<file path="src/logic/rdl_defines.svh">
// fixed geometry of two ways and four 64-bit beats per line; sizes here are not parameters
`ifndef RDL_DEFINES_SVH
`define RDL_DEFINES_SVH

// ==========================================================================
// line geometry
// ==========================================================================

// set index
`define RDL_INDEX_W 10

// stored tag, sits above the index in a line address
`define RDL_TAG_W 17

// line address, tag and index together
`define RDL_LINE_ADDR_W 27

// one beat of line data
`define RDL_DATA_W 64

// beat counter, four beats per line
`define RDL_BEAT_W 2

// ==========================================================================
// cache organisation and ids
// ==========================================================================

`define RDL_WAYS 2

// maintenance request id
`define RDL_ID_W 2

`endif

</file>
<file path="src/logic/rdl_pkg.sv">
// types for the two-way line-read unit; widths follow the macros and are not meant to change
`include "rdl_defines.svh"

package rdl_pkg;

  typedef logic [`RDL_INDEX_W-1:0]     rdl_index_t;
  typedef logic [`RDL_TAG_W-1:0]       rdl_tag_t;
  typedef logic [`RDL_LINE_ADDR_W-1:0] rdl_line_addr_t;
  typedef logic [`RDL_DATA_W-1:0]      rdl_data_t;
  typedef logic [`RDL_BEAT_W-1:0]      rdl_beat_t;
  typedef logic [`RDL_ID_W-1:0]        rdl_id_t;

  // one bit per way
  typedef logic [`RDL_WAYS-1:0]        rdl_way_oh_t;

  // job engine states
  typedef enum logic [2:0] {
    IDLE   = 3'b000,
    CHECK  = 3'b001,
    DATA   = 3'b010,
    LAST   = 3'b011,
    TAG_RD = 3'b100,
    TAG_WT = 3'b101,
    INV    = 3'b110
  } rdl_state_e;

  // maintenance job from the store buffer
  typedef struct packed {
    rdl_line_addr_t line_addr;
    logic           cln;
    logic           inv;
    logic           dirty;
    logic           way;
    rdl_id_t        id;
  } rdl_stb_req_t;

  // per-way return from the tag, dirty and data arrays
  typedef struct packed {
    logic      vld;
    logic      dirty;
    rdl_tag_t  tag;
    rdl_data_t data;
  } rdl_way_rd_t;

  // request to the array arbiter
  typedef struct packed {
    logic        tag_req;
    logic        dirty_req;
    logic        data_req;
    rdl_way_oh_t tag_wen;
    rdl_way_oh_t dirty_wen;
    rdl_index_t  index;
    rdl_beat_t   beat;
    rdl_way_oh_t data_way;
  } rdl_arb_req_t;

  // victim buffer entry creation
  typedef struct packed {
    rdl_line_addr_t addr;
    logic           dirty;
  } rdl_vb_line_t;

  // one beat pushed into the victim buffer
  typedef struct packed {
    rdl_data_t data;
    rdl_beat_t beat;
  } rdl_vb_beat_t;

endpackage

</file>
<file path="src/logic/rdl_fsm.sv">
// one job in flight; stb wins a tie with lfb; beat counter assumes exactly four beats per line
`timescale 1ns/1ps

module rdl_fsm import rdl_pkg::*; (
  input  logic       rdl_fsm_clk,
  input  logic       cpurst_b,
  input  logic       stb_start,
  input  logic       lfb_start,
  input  logic       arb_grant,
  input  logic       vb_grant,
  input  logic       dca_sel,
  input  logic       line_rd,
  input  logic       line_inv,
  output rdl_state_e state,
  output rdl_beat_t  beat,
  output logic       stb_grant,
  output logic       lfb_grant,
  output logic       take_stb,
  output logic       take_lfb,
  output logic       take_tag,
  output logic       vb_create,
  output logic       stb_cmplt,
  output logic       lfb_done,
  output logic       lfb_victim_save
);

  rdl_state_e next_state;
  logic       is_idle;
  logic       is_check;
  logic       is_data;
  logic       is_inv;
  logic       data_grant;
  logic       data_done;

  assign is_idle  = (state == IDLE);
  assign is_check = (state == CHECK);
  assign is_data  = (state == DATA);
  assign is_inv   = (state == INV);

  assign data_grant = is_data & arb_grant;
  // fourth beat granted
  assign data_done  = data_grant & (beat == '1);

  // ==========================================================================
  // state register
  // ==========================================================================

  always_ff @(posedge rdl_fsm_clk or negedge cpurst_b) begin
    if (!cpurst_b) begin
      state <= IDLE;
    end else begin
      state <= next_state;
    end
  end

  always_comb begin
    next_state = state;
    case (state)
      IDLE: begin
        if (stb_start) begin
          next_state = CHECK;
        end else if (lfb_start) begin
          next_state = TAG_RD;
        end
      end
      TAG_RD: begin
        if (arb_grant) begin
          next_state = TAG_WT;
        end
      end
      // victim way latched here
      TAG_WT: next_state = CHECK;
      CHECK: begin
        if (line_rd) begin
          next_state = vb_grant ? DATA : CHECK;
        end else if (line_inv) begin
          next_state = INV;
        end else begin
          next_state = IDLE;
        end
      end
      DATA: begin
        if (data_done) begin
          next_state = dca_sel ? INV : LAST;
        end
      end
      // lets the last beat reach the victim buffer
      LAST: next_state = IDLE;
      INV: begin
        if (arb_grant) begin
          next_state = IDLE;
        end
      end
      default: next_state = IDLE;
    endcase
  end

  // beat counter wraps back to 0 after beat 3
  always_ff @(posedge rdl_fsm_clk or negedge cpurst_b) begin
    if (!cpurst_b) begin
      beat <= '0;
    end else if (data_grant) begin
      beat <= beat + rdl_beat_t'(1);
    end
  end

  // ==========================================================================
  // handshakes
  // ==========================================================================

  assign stb_grant = is_idle;
  assign lfb_grant = is_idle & ~stb_start;
  assign take_stb  = stb_start & stb_grant;
  assign take_lfb  = lfb_start & lfb_grant;
  assign take_tag  = (state == TAG_WT);

  assign lfb_victim_save = take_tag;
  assign vb_create       = is_check & line_rd;

  // nothing to read or clear, finish straight from CHECK
  assign stb_cmplt = (is_inv & arb_grant) |
                     (is_check & dca_sel & ~line_rd & ~line_inv);
  assign lfb_done  = (is_check & ~dca_sel & ~line_rd) |
                     (data_done & ~dca_sel);

endmodule

</file>
<file path="src/logic/rdl_target_reg.sv">
// stb lines are taken as valid; lfb line facts only hold once the TAG_WT capture has happened
`timescale 1ns/1ps
`include "rdl_defines.svh"

module rdl_target_reg import rdl_pkg::*; (
  input  logic         rdl_fsm_clk,
  input  logic         cpurst_b,
  input  logic         take_stb,
  input  logic         take_lfb,
  input  logic         take_tag,
  input  rdl_stb_req_t stb_req,
  input  rdl_index_t   lfb_index,
  input  rdl_way_rd_t  way0_rd,
  input  rdl_way_rd_t  way1_rd,
  input  logic         dc_victim_way,
  output logic         dca_sel,
  output logic         line_rd,
  output logic         line_inv,
  output rdl_index_t   index,
  output logic         way,
  output logic         inv_op,
  output rdl_vb_line_t vb_line,
  output rdl_id_t      stb_cmplt_id
);

  logic        dca_cln;
  logic        dca_inv;
  logic        line_vld;
  logic        line_dirty;
  rdl_tag_t    line_tag;
  rdl_id_t     dca_id;
  rdl_way_rd_t victim_rd;

  // way picked by the cache replacement
  assign victim_rd = dc_victim_way ? way1_rd : way0_rd;

  // ==========================================================================
  // job source and maintenance type
  // ==========================================================================

  always_ff @(posedge rdl_fsm_clk or negedge cpurst_b) begin
    if (!cpurst_b) begin
      dca_sel <= 1'b0;
      dca_cln <= 1'b0;
      dca_inv <= 1'b0;
    end else if (take_stb) begin
      dca_sel <= 1'b1;
      dca_cln <= stb_req.cln;
      dca_inv <= stb_req.inv;
    end else if (take_lfb) begin
      dca_sel <= 1'b0;
      dca_cln <= 1'b0;
      dca_inv <= 1'b0;
    end
  end

  // line state, from the request or from the tag read
  always_ff @(posedge rdl_fsm_clk or negedge cpurst_b) begin
    if (!cpurst_b) begin
      line_vld   <= 1'b0;
      line_dirty <= 1'b0;
    end else if (take_stb) begin
      line_vld   <= 1'b1;
      line_dirty <= stb_req.dirty;
    end else if (take_tag) begin
      line_vld   <= victim_rd.vld;
      line_dirty <= victim_rd.dirty;
    end
  end

  // set, tag, way and id
  always_ff @(posedge rdl_fsm_clk) begin
    if (take_stb) begin
      index    <= stb_req.line_addr[`RDL_INDEX_W-1:0];
      line_tag <= stb_req.line_addr[`RDL_LINE_ADDR_W-1:`RDL_INDEX_W];
      way      <= stb_req.way;
      dca_id   <= stb_req.id;
    end else if (take_lfb) begin
      index    <= lfb_index;
    end else if (take_tag) begin
      line_tag <= victim_rd.tag;
      way      <= dc_victim_way;
    end
  end

  // ==========================================================================
  // decisions
  // ==========================================================================

  // clean of a dirty line, or eviction of a valid victim
  assign line_rd  = (dca_sel & dca_cln & line_dirty) | (~dca_sel & line_vld);
  assign line_inv = dca_sel & dca_inv & line_vld;
  assign inv_op   = dca_inv;

  always_comb begin
    vb_line.addr  = {line_tag, index};
    vb_line.dirty = line_dirty;
  end

  assign stb_cmplt_id = dca_id;

endmodule

</file>
<file path="src/logic/rdl_array_access.sv">
// requests are held purely by state; the returned beat is taken the cycle after its data grant
`timescale 1ns/1ps
`include "rdl_defines.svh"

module rdl_array_access import rdl_pkg::*; (
  input  logic         rdl_fsm_clk,
  input  logic         cpurst_b,
  input  rdl_state_e   state,
  input  rdl_beat_t    beat,
  input  logic         arb_grant,
  input  rdl_index_t   index,
  input  logic         way,
  input  logic         inv_op,
  input  rdl_way_rd_t  way0_rd,
  input  rdl_way_rd_t  way1_rd,
  output rdl_arb_req_t arb_req,
  output rdl_vb_beat_t vb_beat,
  output logic         vb_beat_vld
);

  rdl_way_oh_t way_oh;
  logic        tag_rd;
  logic        inv_st;
  logic        tag_clr;
  logic        data_rd;
  logic        data_grant;
  logic        beat_vld_q;
  rdl_beat_t   beat_q;

  assign way_oh  = {way, ~way};
  assign tag_rd  = (state == TAG_RD);
  assign inv_st  = (state == INV);
  assign data_rd = (state == DATA);
  // tag is only cleared when the job invalidates
  assign tag_clr = inv_st & inv_op;

  assign data_grant = data_rd & arb_grant;

  // ==========================================================================
  // array requests
  // ==========================================================================

  always_comb begin
    arb_req.tag_req   = tag_rd | tag_clr;
    arb_req.dirty_req = tag_rd | inv_st;
    arb_req.data_req  = data_rd;
    arb_req.tag_wen   = {`RDL_WAYS{tag_clr}} & way_oh;
    arb_req.dirty_wen = {`RDL_WAYS{inv_st}} & way_oh;
    arb_req.index     = index;
    arb_req.beat      = beat;
    arb_req.data_way  = way_oh;
  end

  // ==========================================================================
  // beat forwarding
  // ==========================================================================

  always_ff @(posedge rdl_fsm_clk or negedge cpurst_b) begin
    if (!cpurst_b) begin
      beat_vld_q <= 1'b0;
    end else begin
      beat_vld_q <= data_grant;
    end
  end

  // beat number travels alongside the returning data
  always_ff @(posedge rdl_fsm_clk) begin
    if (data_grant) begin
      beat_q <= beat;
    end
  end

  assign vb_beat_vld = beat_vld_q;

  always_comb begin
    vb_beat.data = way ? way1_rd.data : way0_rd.data;
    vb_beat.beat = beat_q;
  end

endmodule

</file>
<file path="src/logic/rdl_top.sv">
// single clock and one job at a time; grants from the arbiter and victim buffer may stall any step
`timescale 1ns/1ps

module rdl_top import rdl_pkg::*; (
  input  logic         rdl_fsm_clk,
  input  logic         cpurst_b,
  input  logic         stb_start,
  input  rdl_stb_req_t stb_req,
  input  logic         lfb_start,
  input  rdl_index_t   lfb_index,
  input  logic         arb_grant,
  input  rdl_way_rd_t  way0_rd,
  input  rdl_way_rd_t  way1_rd,
  input  logic         dc_victim_way,
  input  logic         vb_grant,
  output logic         stb_grant,
  output logic         stb_cmplt,
  output rdl_id_t      stb_cmplt_id,
  output logic         lfb_grant,
  output logic         lfb_done,
  output logic         lfb_victim_save,
  output logic         lfb_victim_way,
  output rdl_arb_req_t arb_req,
  output logic         vb_create,
  output rdl_vb_line_t vb_line,
  output rdl_vb_beat_t vb_beat,
  output logic         vb_beat_vld
);

  rdl_state_e state;
  rdl_beat_t  beat;
  logic       take_stb;
  logic       take_lfb;
  logic       take_tag;
  logic       dca_sel;
  logic       line_rd;
  logic       line_inv;
  rdl_index_t index;
  logic       way;
  logic       inv_op;

  // victim way goes back to the lfb as the array reports it
  assign lfb_victim_way = dc_victim_way;

  rdl_fsm u_fsm (
    .rdl_fsm_clk     (rdl_fsm_clk),
    .cpurst_b        (cpurst_b),
    .stb_start       (stb_start),
    .lfb_start       (lfb_start),
    .arb_grant       (arb_grant),
    .vb_grant        (vb_grant),
    .dca_sel         (dca_sel),
    .line_rd         (line_rd),
    .line_inv        (line_inv),
    .state           (state),
    .beat            (beat),
    .stb_grant       (stb_grant),
    .lfb_grant       (lfb_grant),
    .take_stb        (take_stb),
    .take_lfb        (take_lfb),
    .take_tag        (take_tag),
    .vb_create       (vb_create),
    .stb_cmplt       (stb_cmplt),
    .lfb_done        (lfb_done),
    .lfb_victim_save (lfb_victim_save)
  );

  rdl_target_reg u_target_reg (
    .rdl_fsm_clk   (rdl_fsm_clk),
    .cpurst_b      (cpurst_b),
    .take_stb      (take_stb),
    .take_lfb      (take_lfb),
    .take_tag      (take_tag),
    .stb_req       (stb_req),
    .lfb_index     (lfb_index),
    .way0_rd       (way0_rd),
    .way1_rd       (way1_rd),
    .dc_victim_way (dc_victim_way),
    .dca_sel       (dca_sel),
    .line_rd       (line_rd),
    .line_inv      (line_inv),
    .index         (index),
    .way           (way),
    .inv_op        (inv_op),
    .vb_line       (vb_line),
    .stb_cmplt_id  (stb_cmplt_id)
  );

  rdl_array_access u_array_access (
    .rdl_fsm_clk (rdl_fsm_clk),
    .cpurst_b    (cpurst_b),
    .state       (state),
    .beat        (beat),
    .arb_grant   (arb_grant),
    .index       (index),
    .way         (way),
    .inv_op      (inv_op),
    .way0_rd     (way0_rd),
    .way1_rd     (way1_rd),
    .arb_req     (arb_req),
    .vb_beat     (vb_beat),
    .vb_beat_vld (vb_beat_vld)
  );

endmodule

</file>
<file path="config.mk">
export PLATFORM = sky130hd
export DESIGN_NAME = rdl_top
export DESIGN_NICKNAME = d
export VERILOG_FILES = /design/src/logic/rdl_pkg.sv /design/src/logic/rdl_fsm.sv /design/src/logic/rdl_target_reg.sv /design/src/logic/rdl_array_access.sv /design/src/logic/rdl_top.sv
export VERILOG_INCLUDE_DIRS = /design/src /design/src/logic
export SDC_FILE = /design/constraint.sdc
export NUM_CORES = 1
export LEC_CHECK = 0
export BUFFER_PORTS_ARGS = -buffer_cell sky130_fd_sc_hd__buf_2
export CAP_MARGIN = 20
export CORE_AREA = 2 2 132 134
export CTS_CLUSTER_SIZE = 16
export DETAILED_ROUTE_END_ITERATION = 16
export DIE_AREA = 0 0 134 136
export GPL_TIMING_DRIVEN = 0
export SLEW_MARGIN = 0
export SYNTH_ARGS = -nofsm -noshare
export SYNTH_HDL_FRONTEND = slang
export SYNTH_SLANG_ARGS = --single-unit
</file>
<file path="constraint.sdc">
create_clock -name rdl_fsm_clk -period 2.95 [get_ports rdl_fsm_clk]
set_input_delay 0.4425 -clock rdl_fsm_clk [delete_from_list [all_inputs] [get_ports rdl_fsm_clk]]
set_output_delay 0.4425 -clock rdl_fsm_clk [all_outputs]
set_load 0.01 [all_outputs]
</file>
==> results_dict.tcl <==
set metrics [dict create \
    placed_area_um2 5060 \
    ys_ff_latch 43 \
    antenna_found_initial 4 \
    avgSynthCellArea_um2 10.3 \
    cts_resized 0 \
    synth_cells 299 \
    grtUsageMet3_pct 7.68 \
    crit_chain "buf_2 -> buf_2 -> mux2_2 -> buf_2" \
    drive_above_1_share_pct 69.3 \
    grt_overflow 0 \
    gp_congestion 0.831 \
    synthDistinctLibCells 42 \
    hold_buffers 0 \
    crit_buf_inv 3 \
    clk_pin_slew_ps 70 \
    grt_first_pass_wirelength_mm 21.0 \
    crit_arrival_ps 1980 \
    p_comb_share_pct 57.0 \
    yosys_warnings 0 \
    start_kind "flip-flop" \
    final_cell_mix "buf_2 (351), mux2_2 (64), nand2_1 (64), edfxtp_1 (32), o21ai_0 (20)" \
    vias_per_cell 4.06 \
    track_usage_pct 16.1 \
    setup-tns-final_ps 0 \
    vias 3552 \
    fin_crit_sh_pct 82.2 \
    yosys_most_used_dff "edfxtp_1" \
    routed_wl_mm 15.5 \
    p_int_mw 2.57 \
    top_usage_layer "met2" \
    gr-usage-met1_pct 18.9 \
    cpMostUsedCell "buf_2" \
    synth_async_sr_flop_share_pct 25.6 \
    p_sw_mw 1.75 \
    cp.required_ps 2510 \
    cpPeakStageDelay_ps 530 \
    powerDensity_nw_per_um2 823 \
    cts_sinks 43 \
    cp_top_family "buffers and inverters" \
    pin_count 341 \
    irDropWorstVdd_mv 0.264 \
    tightest_slew_ps 798 \
    insertion_delay_ps 290 \
    layout_commonest_cell "buf_2" \
    fin_worst_skew_ps 5.50 \
    synth_area_um2 3080 \
    power_mw 4.32 \
    ant_nets 0 \
    drv_cap 0 \
    hp-class "in2async" \
    drt-initial-drc-count 72 \
    hold_violations 0 \
    pwr-share-seq_pct 26.2 \
    critPathSlowestCell "edfxtp_1" \
    clockBufferDepth 2 \
    worstSetupPathType "reg2out" \
    wl_per_cell_um 17.7 \
    cp_max_fo 10 \
    outcome "finished clean" \
    power.switching_fraction_pct 40.5 \
    drc 0 \
    final_area_um2 5250 \
    synth-edff-count 32 \
    ctsHtreeMaxLevel 2 \
    port_buffers 339 \
    grt_max_degree 19 \
    cts_root_buffer "clkbuf_16" \
    dieArea_um2 18200 \
    end_kind "output port" \
    use_met2_pct 26.7 \
    areaGrowthSynthToFinish_pct 70.6 \
    synth_nets 516 \
    rsz0062_at_grt "false" \
    numCtsBuffers 5 \
    period_needed_ps 2430 \
    drt_first_pass_iters 4 \
    p_clk_share_pct 16.8 \
    placementRows 48 \
    die_x_um 134 \
    slew_viol_final 0 \
    fp.dieH_um 136 \
    ys_seq_area_share_pct 40.1 \
    initial_core_util_pct 18.2 \
    max_freq_mhz 412 \
    nets 862 \
    post-route-util_pct 31.1 \
    dpl.hpwl_mm 13.6 \
    design.core.area_um2 16900 \
    grt_pass1_vias 3355 \
    max-slew-margin-rel_pct 46.7 \
    setup_viol 0 \
    postCtsSetupBuffers 0 \
    cts_tree "yes" \
    p_leak_nw 2.72 \
]
-- power groups by stage --
stage,Combinational (mW),Sequential (mW),Clock [mW]
3_3_place_gp,2.50,1.15,0
6_report,2.46,1.13,0.726
2_1_floorplan,1.35,1.20,0
5_1_grt,2.69,1.17,0.781
4_1_cts,2.51,1.15,0.756
3_5_place_dp,2.50,1.16,0
-- path summary, 6_finish.rpt --
path	start	endpoint	slack (ps)	depth (start not counted)
worst max-delay path	u_target_reg.way	vb_beat[29]	520	4
worst min-delay path	cpurst_b	u_array_access.vb_beat_vld	10	1
worst max register to register	u_fsm.state[0]	u_target_reg.way	730	5
worst min register to register	u_fsm.beat[1]	u_array_access.beat_q[1]	510	0
max in group asynchronous	cpurst_b	u_target_reg.dca_sel	2730	1
min in group rdl_fsm_clk	stb_req[1]	u_target_reg.stb_cmplt_id[1]	330	1
-- cells by family (layout without fill, tap and decap cells) --
group                    after synthesis  after routing  share of synthesized area [%]
flip-flops                            43             43                           40.1
buffers and inverters                 38            385                           7.76
XOR/XNOR                               1              1                          0.284
AO/OA/AOI/OAI                         40             40                           8.05
adder cells (fa/ha/maj)                1              1                          0.406
multiplexers                          84             84                           29.9
AND/OR/NAND/NOR                       92             92                           13.4
other                                  0              3                              0
-- flip-flops by register name, summed over array words and instances (netlist names) --
| name | cells |
|---|---|
| u_target_reg.inv_op | 1 |
| u_fsm.state | 3 |
| u_target_reg.dca_sel | 1 |
| u_target_reg.line_vld | 1 |
| u_array_access.vb_beat_vld | 1 |
| u_target_reg.line_dirty | 1 |
| u_target_reg.way | 1 |
| u_target_reg.stb_cmplt_id | 2 |
| u_target_reg.line_tag | 17 |
| u_target_reg.index | 10 |
| u_fsm.beat | 2 |
| u_array_access.beat_q | 2 |
| u_target_reg.dca_cln | 1 |
-- layer usage --
layer,up-vias,routed length [um]
met5,-,13
met1,1586,6110
met4,2,71
li1,1747,-
met3,6,1950
met2,211,7310
-- cells in the mapped netlist, types with 3 or more instances --
library cell | n | area [um^2]
a21oi_1 | 4 | 20.0
buf_2 | 12 | 60.1
buf_4 | 15 | 113
buf_6 | 3 | 33.8
dfrtp_1 | 11 | 275
edfxtp_1 | 32 | 961
inv_1 | 4 | 15.0
mux2_2 | 64 | 721
mux2i_1 | 19 | 190
nand2_1 | 64 | 240
nand3_1 | 3 | 15.0
nor2_1 | 10 | 37.5
nor2b_1 | 3 | 18.8
o21ai_0 | 20 | 100
-- per-stage QoR --
step | instances | worst slack [ps] | hold slack [ps]
finish | 874 | 524 | 9.69
global route | 872 | 392 | 22.5
CTS | 871 | 384 | 9.73
detailed placement | 863 | 610 | 331
global placement | 863 | 651 | 327
floorplan | 299 | 1090 | 147
-- area by class of cell --
| type | instances | area [um^2] |
|---|---|---|
| multi-input combinational | 218 | 1600 |
| sequential | 43 | 1240 |
| buffer | 33 | 219 |
| clock buffer | 6 | 129 |
| fill | 1801 | 11600 |
| clock inverter | 2 | 60.1 |
| inverter | 5 | 20.0 |
| timing repair buffer | 339 | 1700 |
| antenna | 3 | 7.51 |
| tap | 225 | 282 |
Power figures use the tool's default switching activity.
